`src/source/rsp_pkg.sv`:
```
package rsp_pkg;

  //////////////////////////////////////////////////////////////////////
  // Datapath geometry
  //////////////////////////////////////////////////////////////////////

  localparam int NUM_LANES = 8;
  localparam int NUM_PAIRS = NUM_LANES / 2;
  localparam int SAMPLE_W  = 16;
  localparam int WORD_W    = NUM_LANES * SAMPLE_W;

  // Pipeline depths, HF path is padded up to the LF path
  localparam int LF_LAT     = 3;
  localparam int HF_LAT     = 2;
  localparam int HF_ALIGN   = LF_LAT - HF_LAT;
  localparam int DATA_ALIGN = LF_LAT;
  localparam int PREP_LAT   = DATA_ALIGN + 1;

  //////////////////////////////////////////////////////////////////////
  // Host register map
  //////////////////////////////////////////////////////////////////////

  localparam int CFG_DATA_W = 16;

  localparam logic [CFG_DATA_W-1:0] RSP_ID = 16'h5250;

  typedef enum logic [1:0] {
    REG_CTRL   = 2'd0,
    REG_LF_THR = 2'd1,
    REG_HF_THR = 2'd2,
    REG_ID     = 2'd3
  } cfg_addr_e;

  typedef enum logic {
    MODE_REAL    = 1'b0,
    MODE_COMPLEX = 1'b1
  } mode_e;

  typedef enum logic {
    BAND_LF = 1'b0,
    BAND_HF = 1'b1
  } band_e;

endpackage
```
`src/source/rsp_prep_top.sv`:
```
`timescale 1ns/1ps

module rsp_prep_top
  import rsp_pkg::*;
(
  input  logic                  clk,
  input  logic                  rst_n,
  input  logic                  i_cfg_req,
  input  logic                  i_cfg_we,
  input  cfg_addr_e             i_cfg_addr,
  input  logic [CFG_DATA_W-1:0] i_cfg_wdata,
  output logic                  o_cfg_ack,
  output logic [CFG_DATA_W-1:0] o_cfg_rdata,
  input  logic [WORD_W-1:0]     i_x,
  input  logic                  i_x_valid,
  output logic [WORD_W-1:0]     o_y,
  output logic                  o_y_valid
);

  mode_e                mode;
  logic [SAMPLE_W-1:0]  lf_thr;
  logic [SAMPLE_W-1:0]  hf_thr;
  logic [NUM_LANES-1:0] lf_flags;
  logic [NUM_LANES-1:0] hf_flags;
  logic [NUM_LANES-1:0] hf_flags_al;
  logic [WORD_W-1:0]    x_al;
  logic                 x_al_valid;

  //////////////////////////////////////////////////////////////////////
  // Host registers
  //////////////////////////////////////////////////////////////////////

  rsp_cfg_regs u_cfg_regs (
    .clk         (clk),
    .rst_n       (rst_n),
    .i_cfg_req   (i_cfg_req),
    .i_cfg_we    (i_cfg_we),
    .i_cfg_addr  (i_cfg_addr),
    .i_cfg_wdata (i_cfg_wdata),
    .o_cfg_ack   (o_cfg_ack),
    .o_cfg_rdata (o_cfg_rdata),
    .o_mode      (mode),
    .o_lf_thr    (lf_thr),
    .o_hf_thr    (hf_thr)
  );

  //////////////////////////////////////////////////////////////////////
  // Detectors and alignment
  //////////////////////////////////////////////////////////////////////

  rsp_band_detector #(.BAND(BAND_LF)) u_lf_det (
    .clk       (clk),
    .rst_n     (rst_n),
    .i_x       (i_x),
    .i_x_valid (i_x_valid),
    .i_mode    (mode),
    .i_thr     (lf_thr),
    .o_flags   (lf_flags)
  );

  rsp_band_detector #(.BAND(BAND_HF)) u_hf_det (
    .clk       (clk),
    .rst_n     (rst_n),
    .i_x       (i_x),
    .i_x_valid (i_x_valid),
    .i_mode    (mode),
    .i_thr     (hf_thr),
    .o_flags   (hf_flags)
  );

  // HF is the shorter path
  rsp_delay_line #(.DEPTH(HF_ALIGN), .WIDTH(NUM_LANES)) u_hf_align (
    .clk   (clk),
    .rst_n (rst_n),
    .i_d   (hf_flags),
    .o_d   (hf_flags_al)
  );

  rsp_delay_line #(.DEPTH(DATA_ALIGN), .WIDTH(WORD_W+1)) u_data_align (
    .clk   (clk),
    .rst_n (rst_n),
    .i_d   ({i_x_valid, i_x}),
    .o_d   ({x_al_valid, x_al})
  );

  rsp_combination u_combination (
    .clk        (clk),
    .rst_n      (rst_n),
    .i_mode     (mode),
    .i_lf_flags (lf_flags),
    .i_hf_flags (hf_flags_al),
    .i_x        (x_al),
    .i_x_valid  (x_al_valid),
    .o_y        (o_y),
    .o_y_valid  (o_y_valid)
  );

endmodule

```
`src/source/rsp_combination.sv`:
```
`timescale 1ns/1ps

module rsp_combination
  import rsp_pkg::*;
(
  input  logic                 clk,
  input  logic                 rst_n,
  input  mode_e                i_mode,
  input  logic [NUM_LANES-1:0] i_lf_flags,
  input  logic [NUM_LANES-1:0] i_hf_flags,
  input  logic [WORD_W-1:0]    i_x,
  input  logic                 i_x_valid,
  output logic [WORD_W-1:0]    o_y,
  output logic                 o_y_valid
);

  logic [NUM_LANES-1:0] keep;
  logic [WORD_W-1:0]    y_nxt;

  // A lane survives only if both bands flagged it
  assign keep = i_lf_flags & i_hf_flags;

  always_comb begin
    y_nxt = '0;
    if (i_mode == MODE_REAL) begin
      for (int i = 0; i < NUM_LANES; i++) begin
        if (keep[i]) begin
          y_nxt[i*SAMPLE_W +: SAMPLE_W] = i_x[i*SAMPLE_W +: SAMPLE_W];
        end
      end
    end else begin
      // I and Q of a pair go together
      for (int p = 0; p < NUM_PAIRS; p++) begin
        if (keep[p]) begin
          y_nxt[p*2*SAMPLE_W +: 2*SAMPLE_W] = i_x[p*2*SAMPLE_W +: 2*SAMPLE_W];
        end
      end
    end
  end

  always_ff @(posedge clk or negedge rst_n) begin
    if (!rst_n) begin
      o_y       <= '0;
      o_y_valid <= 1'b0;
    end else begin
      o_y       <= y_nxt;
      o_y_valid <= i_x_valid;
    end
  end

endmodule

```
`src/source/rsp_delay_line.sv`:
```
`timescale 1ns/1ps

module rsp_delay_line #(
  parameter int DEPTH = 1,
  parameter int WIDTH = 1
) (
  input  logic             clk,
  input  logic             rst_n,
  input  logic [WIDTH-1:0] i_d,
  output logic [WIDTH-1:0] o_d
);

  logic [WIDTH-1:0] stage [DEPTH];

  // Stage 0 takes the input, the last stage drives the output
  always_ff @(posedge clk or negedge rst_n) begin
    if (!rst_n) begin
      for (int i = 0; i < DEPTH; i++) begin
        stage[i] <= '0;
      end
    end else begin
      stage[0] <= i_d;
      for (int i = 1; i < DEPTH; i++) begin
        stage[i] <= stage[i-1];
      end
    end
  end

  assign o_d = stage[DEPTH-1];

endmodule

```
`src/source/rsp_band_detector.sv`:
```
`timescale 1ns/1ps

module rsp_band_detector
  import rsp_pkg::*;
#(
  parameter band_e BAND = BAND_LF
) (
  input  logic                 clk,
  input  logic                 rst_n,
  input  logic [WORD_W-1:0]    i_x,
  input  logic                 i_x_valid,
  input  mode_e                i_mode,
  input  logic [SAMPLE_W-1:0]  i_thr,
  output logic [NUM_LANES-1:0] o_flags
);

  logic signed [SAMPLE_W-1:0] x_lane [NUM_LANES];
  logic signed [SAMPLE_W-1:0] filt   [NUM_LANES];

  for (genvar i = 0; i < NUM_LANES; i++) begin : g_split
    assign x_lane[i] = i_x[i*SAMPLE_W +: SAMPLE_W];
  end

  //////////////////////////////////////////////////////////////////////
  // Band filter
  //////////////////////////////////////////////////////////////////////

  if (BAND == BAND_LF) begin : g_lf
    logic signed [SAMPLE_W-1:0] hist    [NUM_LANES][3];
    logic signed [SAMPLE_W:0]   sum_a   [NUM_LANES];
    logic signed [SAMPLE_W:0]   sum_b   [NUM_LANES];
    logic signed [SAMPLE_W+1:0] sum_all [NUM_LANES];

    always_comb begin
      for (int i = 0; i < NUM_LANES; i++) begin
        sum_all[i] = sum_a[i] + sum_b[i];
      end
    end

    // Two adder stages, history moves only on valid words
    always_ff @(posedge clk or negedge rst_n) begin
      if (!rst_n) begin
        for (int i = 0; i < NUM_LANES; i++) begin
          hist[i][0] <= '0;
          hist[i][1] <= '0;
          hist[i][2] <= '0;
          sum_a[i]   <= '0;
          sum_b[i]   <= '0;
          filt[i]    <= '0;
        end
      end else begin
        for (int i = 0; i < NUM_LANES; i++) begin
          sum_a[i] <= x_lane[i] + hist[i][0];
          sum_b[i] <= hist[i][1] + hist[i][2];
          // Divide by 4, always fits back into one sample
          filt[i]  <= sum_all[i][SAMPLE_W+1:2];
          if (i_x_valid) begin
            hist[i][0] <= x_lane[i];
            hist[i][1] <= hist[i][0];
            hist[i][2] <= hist[i][1];
          end
        end
      end
    end
  end else begin : g_hf
    logic signed [SAMPLE_W-1:0] prev [NUM_LANES];
    logic signed [SAMPLE_W:0]   diff [NUM_LANES];

    always_comb begin
      for (int i = 0; i < NUM_LANES; i++) begin
        diff[i] = x_lane[i] - prev[i];
      end
    end

    always_ff @(posedge clk or negedge rst_n) begin
      if (!rst_n) begin
        for (int i = 0; i < NUM_LANES; i++) begin
          prev[i] <= '0;
          filt[i] <= '0;
        end
      end else begin
        for (int i = 0; i < NUM_LANES; i++) begin
          // Clip to the signed 16-bit range
          if (diff[i][SAMPLE_W] != diff[i][SAMPLE_W-1]) begin
            filt[i] <= diff[i][SAMPLE_W] ? 16'sh8000 : 16'sh7fff;
          end else begin
            filt[i] <= diff[i][SAMPLE_W-1:0];
          end
          if (i_x_valid) begin
            prev[i] <= x_lane[i];
          end
        end
      end
    end
  end

  //////////////////////////////////////////////////////////////////////
  // Magnitude and threshold compare
  //////////////////////////////////////////////////////////////////////

  logic [SAMPLE_W:0]    mag      [NUM_LANES];
  logic [SAMPLE_W+1:0]  pair_sum [NUM_PAIRS];
  logic [SAMPLE_W-1:0]  pair_mag [NUM_PAIRS];
  logic [NUM_LANES-1:0] flags_nxt;

  always_comb begin
    flags_nxt = '0;
    for (int i = 0; i < NUM_LANES; i++) begin
      // 17 bits so that -32768 has a magnitude
      if (filt[i][SAMPLE_W-1]) begin
        mag[i] = ~{1'b1, filt[i]} + 1'b1;
      end else begin
        mag[i] = {1'b0, filt[i]};
      end
    end
    for (int p = 0; p < NUM_PAIRS; p++) begin
      pair_sum[p] = mag[2*p] + mag[2*p+1];
      pair_mag[p] = (|pair_sum[p][SAMPLE_W+1:SAMPLE_W]) ? '1 : pair_sum[p][SAMPLE_W-1:0];
    end
    if (i_mode == MODE_REAL) begin
      for (int i = 0; i < NUM_LANES; i++) begin
        flags_nxt[i] = (mag[i] >= {1'b0, i_thr});
      end
    end else begin
      for (int p = 0; p < NUM_PAIRS; p++) begin
        flags_nxt[p] = (pair_mag[p] >= i_thr);
      end
    end
  end

  always_ff @(posedge clk or negedge rst_n) begin
    if (!rst_n) begin
      o_flags <= '0;
    end else begin
      o_flags <= flags_nxt;
    end
  end

endmodule

```
`src/source/rsp_cfg_regs.sv`:
```
`timescale 1ns/1ps

module rsp_cfg_regs
  import rsp_pkg::*;
(
  input  logic                  clk,
  input  logic                  rst_n,
  input  logic                  i_cfg_req,
  input  logic                  i_cfg_we,
  input  cfg_addr_e             i_cfg_addr,
  input  logic [CFG_DATA_W-1:0] i_cfg_wdata,
  output logic                  o_cfg_ack,
  output logic [CFG_DATA_W-1:0] o_cfg_rdata,
  output mode_e                 o_mode,
  output logic [SAMPLE_W-1:0]   o_lf_thr,
  output logic [SAMPLE_W-1:0]   o_hf_thr
);

  typedef enum logic [1:0] {
    IDLE,
    ACK,
    WAIT_DROP
  } cfg_state_e;

  cfg_state_e            state;
  mode_e                 mode_q;
  logic [SAMPLE_W-1:0]   lf_thr_q;
  logic [SAMPLE_W-1:0]   hf_thr_q;
  mode_e                 mode_nxt;
  logic [SAMPLE_W-1:0]   lf_thr_nxt;
  logic [SAMPLE_W-1:0]   hf_thr_nxt;
  logic [CFG_DATA_W-1:0] rdata_nxt;
  logic                  wr_en;

  // Write only on the first cycle of a request
  assign wr_en = (state == IDLE) && i_cfg_req && i_cfg_we;

  always_comb begin
    mode_nxt   = mode_q;
    lf_thr_nxt = lf_thr_q;
    hf_thr_nxt = hf_thr_q;
    if (wr_en) begin
      case (i_cfg_addr)
        REG_CTRL:   mode_nxt = mode_e'(i_cfg_wdata[0]);
        REG_LF_THR: lf_thr_nxt = i_cfg_wdata[SAMPLE_W-1:0];
        REG_HF_THR: hf_thr_nxt = i_cfg_wdata[SAMPLE_W-1:0];
        default:    ;
      endcase
    end
  end

  // Read mux sees the post-write value, ID is constant
  always_comb begin
    case (i_cfg_addr)
      REG_CTRL:   rdata_nxt = {{(CFG_DATA_W-1){1'b0}}, mode_nxt};
      REG_LF_THR: rdata_nxt = lf_thr_nxt;
      REG_HF_THR: rdata_nxt = hf_thr_nxt;
      default:    rdata_nxt = RSP_ID;
    endcase
  end

  always_ff @(posedge clk or negedge rst_n) begin
    if (!rst_n) begin
      state       <= IDLE;
      o_cfg_ack   <= 1'b0;
      o_cfg_rdata <= '0;
      mode_q      <= MODE_REAL;
      lf_thr_q    <= '0;
      hf_thr_q    <= '0;
    end else begin
      mode_q   <= mode_nxt;
      lf_thr_q <= lf_thr_nxt;
      hf_thr_q <= hf_thr_nxt;
      case (state)
        IDLE: begin
          if (i_cfg_req) begin
            o_cfg_ack   <= 1'b1;
            o_cfg_rdata <= rdata_nxt;
            state       <= ACK;
          end
        end
        // First ack cycle, host has not reacted yet
        ACK: state <= WAIT_DROP;
        WAIT_DROP: begin
          if (!i_cfg_req) begin
            o_cfg_ack <= 1'b0;
            state     <= IDLE;
          end
        end
        default: state <= IDLE;
      endcase
    end
  end

  assign o_mode   = mode_q;
  assign o_lf_thr = lf_thr_q;
  assign o_hf_thr = hf_thr_q;

endmodule

```
`config.mk`:
```
export PLATFORM = sky130hd
export DESIGN_NAME = rsp_prep_top
export DESIGN_NICKNAME = d
export VERILOG_FILES = /design/src/source/rsp_pkg.sv /design/src/source/rsp_prep_top.sv /design/src/source/rsp_combination.sv /design/src/source/rsp_delay_line.sv /design/src/source/rsp_band_detector.sv /design/src/source/rsp_cfg_regs.sv
export SDC_FILE = /design/constraint.sdc
export NUM_CORES = 2
export LEC_CHECK = 0
export BUFFER_PORTS_ARGS = -buffer_cell sky130_fd_sc_hd__buf_2
export CAP_MARGIN = 10
export CORE_ASPECT_RATIO = 1.5
export CORE_MARGIN = 10
export CORE_UTILIZATION = 45
export CTS_CLUSTER_SIZE = 16
export DETAILED_ROUTE_END_ITERATION = 8
export GPL_ROUTABILITY_DRIVEN = 0
export GPL_TIMING_DRIVEN = 0
export PLACE_DENSITY = 0.59
export SKIP_LAST_GASP = 1
export SYNTH_ARGS = -nofsm -noshare
export SYNTH_HDL_FRONTEND = slang
export SYNTH_SLANG_ARGS = --single-unit
```
`constraint.sdc`:
```
create_clock -name clk -period 5.5 [get_ports clk]
set_input_delay 1.375 -clock clk [delete_from_list [all_inputs] [get_ports clk]]
set_output_delay 1.375 -clock clk [all_outputs]
set_load 0.02 [all_outputs]
```
==> impl_metrics.yaml <==
sta:
  setup_ws_ns: -0.0208
  timing.hold.ws_ns: 0.328
  setup_viol: 1
  slew_headroom: 0.112
  slew_violations: 0
  finClkSkew_ns: 0.0582
  rsz0062_at_grt: "true"
  period_share: 1.00
  worst_pin_slew_ns: 1.33
  hold_violations: 0
  period_needed_ns: 5.52
  max_freq_mhz: 181
floorplan:
  ios: 297
  coreArea_um2: 188000
  rows: 195
  die_area_um2: 207000
  dieWidth_um: 375
  initial_core_util: 0.452
  die_h_um: 552
power_and_ir_drop:
  power_density_nw_per_um2: 640
  leakage_nw: 44.9
  ir_drop_v: 0.000319
cts:
  cts_made_buffers: 161
  cts.hold.buffers_added: 0
  htreeDepth: 4
  cts_tree: "yes"
  clock_latency_ns: 0.84
  clk_pin_slew_ns: 0.06
  numClockSinks: 1504
  clk_path_buf_depth: 4
  root_buffer: "clkbuf_16"
yosys:
  synthTopCellsByArea: "dfrtp_1 44%, ha_1 15%, xnor2_1 5.2%"
  yosysMostFrequentCell: "dfrtp_1"
  ys.warnings.count: 0
  synthArstFlopShare: 1.00
  ys_ff_latch: 1504
  syn_area_per_cell_um2: 10.6
  synthCells: 8005
  synth_edf_count: 0
  ys.flop_type: "dfrtp_1"
  synth.top_cell.area_share: 0.443
  ys_seq_area_frac: 0.443
  synth_area_um2: 84900
  ys_types: 109
  synth_top_cell_by_area: "dfrtp_1"
  synth_common_cells: "1504 x dfrtp_1, 1048 x ha_1, 542 x nand2_1"
finish:
  finalNetCount: 9789
  area.growth.synth_to_final_pct: 14.4
  drive_gt1_frac: 0.145
  post-route-util: 0.517
  fin_cells: 11100
place:
  portBuffers: 295
  place_inst: 10800
  hpwl_um: 182000
  place_ws_ns: -0.979
global_route:
  antenna_found_initial: 16
  grt_remaining_overflow: 0
  grtUsageMet3: 0.0317
  grt_max_degree: 175
  grt_pass1_wl_um: 362000
  grt.busiest_layer: "met2"
  met1_usage: 0.233
  met2_usage: 0.419
  track_usage: 0.223
  grt_pass1_vias: 64000
route:
  firstDrtPassIters: 5
  drc: 0
  wl_per_cell_um: 21.3
  drt-initial-drc-count: 3628
  antenna_left: 0
  wirelength_um: 237000
  vias_per_cell: 5.52
  vias: 61400
critical_path:
  r2r-start: "u_lf_det.filt[34]$_DFF_PN0_"
  crit_required_ns: 6.13
  start_kind: "register"
  worstPathArrival_ns: 6.15
  critical_path.max_fanout: 6
  critPathKind: "register to register"
  cp-end-kind: "register"
  startpoint: "u_lf_det.filt[34]$_DFF_PN0_"
hold_path:
  min-delay-start: "u_data_align.stage[255]$_DFF_PN0_"
  holdCritPathClass: "register to register"
status:
  violations: "setup timing"
  status: "finished with violations"
flow_run:
  cap_viol_max_count: 0
report_power, final:
part / leakage, nW / switching [W] / internal (W)
clock network: 2.59 / 0.00454 / 0.00645
registers: 18.0 / 0.00235 / 0.0138
logic: 24.4 / 0.0201 / 0.0150
total: 44.9 / 0.0269 / 0.0352
critical path, stage by stage, from the launching register on:
cell and delay, ns:
dfrtp_1 0.40, or3_4 0.40, or3_4 0.39, or3_4 0.37
nor4bb_1 1.09, ha_1 0.43, a21o_1 0.22, a211oi_4 0.35
buf_6 0.19, nor2b_4 0.16, ha_4 0.20, nand2b_4 0.13
a21o_1 0.16, a21oi_2 0.13, nor2b_1 0.06, o21ai_1 0.13
a21oi_1 0.08, o31ai_1 0.28, a31oi_1 0.15
per-stage QoR:
| stage | power (W) | TNS, ns | instance area [µm²] |
|---|---|---|---|
| after global routing | 0.0671 | -0.409 | 97200 |
| after floorplan | 0.0394 | 0 | 85000 |
| after CTS | 0.0608 | -0.0502 | 95900 |
| after global placement | 0.0479 | - | 89500 |
| final | 0.0622 | -0.0208 | 97200 |
| after detailed placement | 0.0489 | -3.35 | 90000 |
worst paths after layout:
check	to	slack, ns	cells after the start
max	u_lf_det.o_flags[2]$_DFF_PN0_	-0.02	18
min	u_data_align.o_d[126]$_DFF_PN0_	0.33	0
max reg2reg	u_lf_det.o_flags[2]$_DFF_PN0_	-0.02	18
min reg2reg	u_data_align.o_d[126]$_DFF_PN0_	0.33	0
max in group asynchronous	u_hf_det.g_hf.prev[76]$_DFFE_PN0P_	2.32	4
min in group asynchronous	u_combination.o_y[121]$_DFF_PN0_	0.46	1
cell type report:
type,instances,area [µm²]
Buffer,168,766
Multi-Input combinational cell,5858,46200
Tap cell,2462,3080
Sequential cell,1504,37700
Antenna cell,5,12.5
Inverter,490,1840
Clock buffer,208,4460
Clock inverter,66,846
Fill cell,16700,90700
Timing Repair Buffer,375,2360
logic make-up after synthesis:
| group | count (synthesis) | share of synthesized area |
|---|---|---|
| AOI/OAI and AO/OA | 1871 | 0.143 |
| xor gates and xnor gates | 680 | 0.0703 |
| adders and majority gates | 1134 | 0.168 |
| buffers and inverters | 658 | 0.0301 |
| DFF | 1504 | 0.443 |
| muxes | 285 | 0.0378 |
| other | 1 | 0.0000442 |
| and+or+nand+nor | 1872 | 0.108 |
layout by cell type (no fill, tap or decap), drive strengths merged, types with 32 or more instances in the layout:
master,count
and3,52
xnor2,506
nor2b,137
buf,415
clkbuf,336
dfrtp,1504
o21ai,509
nor3,130
a21o,169
o21bai,78
inv,497
nand2b,142
mux2,283
a211oi,61
nand4,64
fa,32
a21oi,483
clkinv,36
ha,1048
o21a,116
a31oi,56
maj3,54
nand3,60
xor2,174
nor2,438
and2,135
o31ai,86
nand2,542
o41ai,49
or3,72
flip-flops by register name, summed over array words and instances (netlist names), 129 cells and up:
name and cells:
u_data_align.o_d 129, u_data_align.stage 258, u_lf_det.g_lf.hist 256, u_lf_det.g_lf.sum_a 136, u_lf_det.g_lf.sum_b 136
layer usage:
layer	vias to the layer above	share of wire
li1	29200	-
met1	30200	0.37
met2	1389	0.52
met3	660	0.038
met4	12	0.073
met5	-	0.00039
timing repair:
item                                    4_1_cts  5_1_grt
endpoints found under the setup margin        7        8
resized for setup                            85      212
endpoints found under the hold margin         0        0
pin swaps                                    21       67
cloned                                        0        0
setup buffers                                17       44
(Power assumes the default switching activity.)
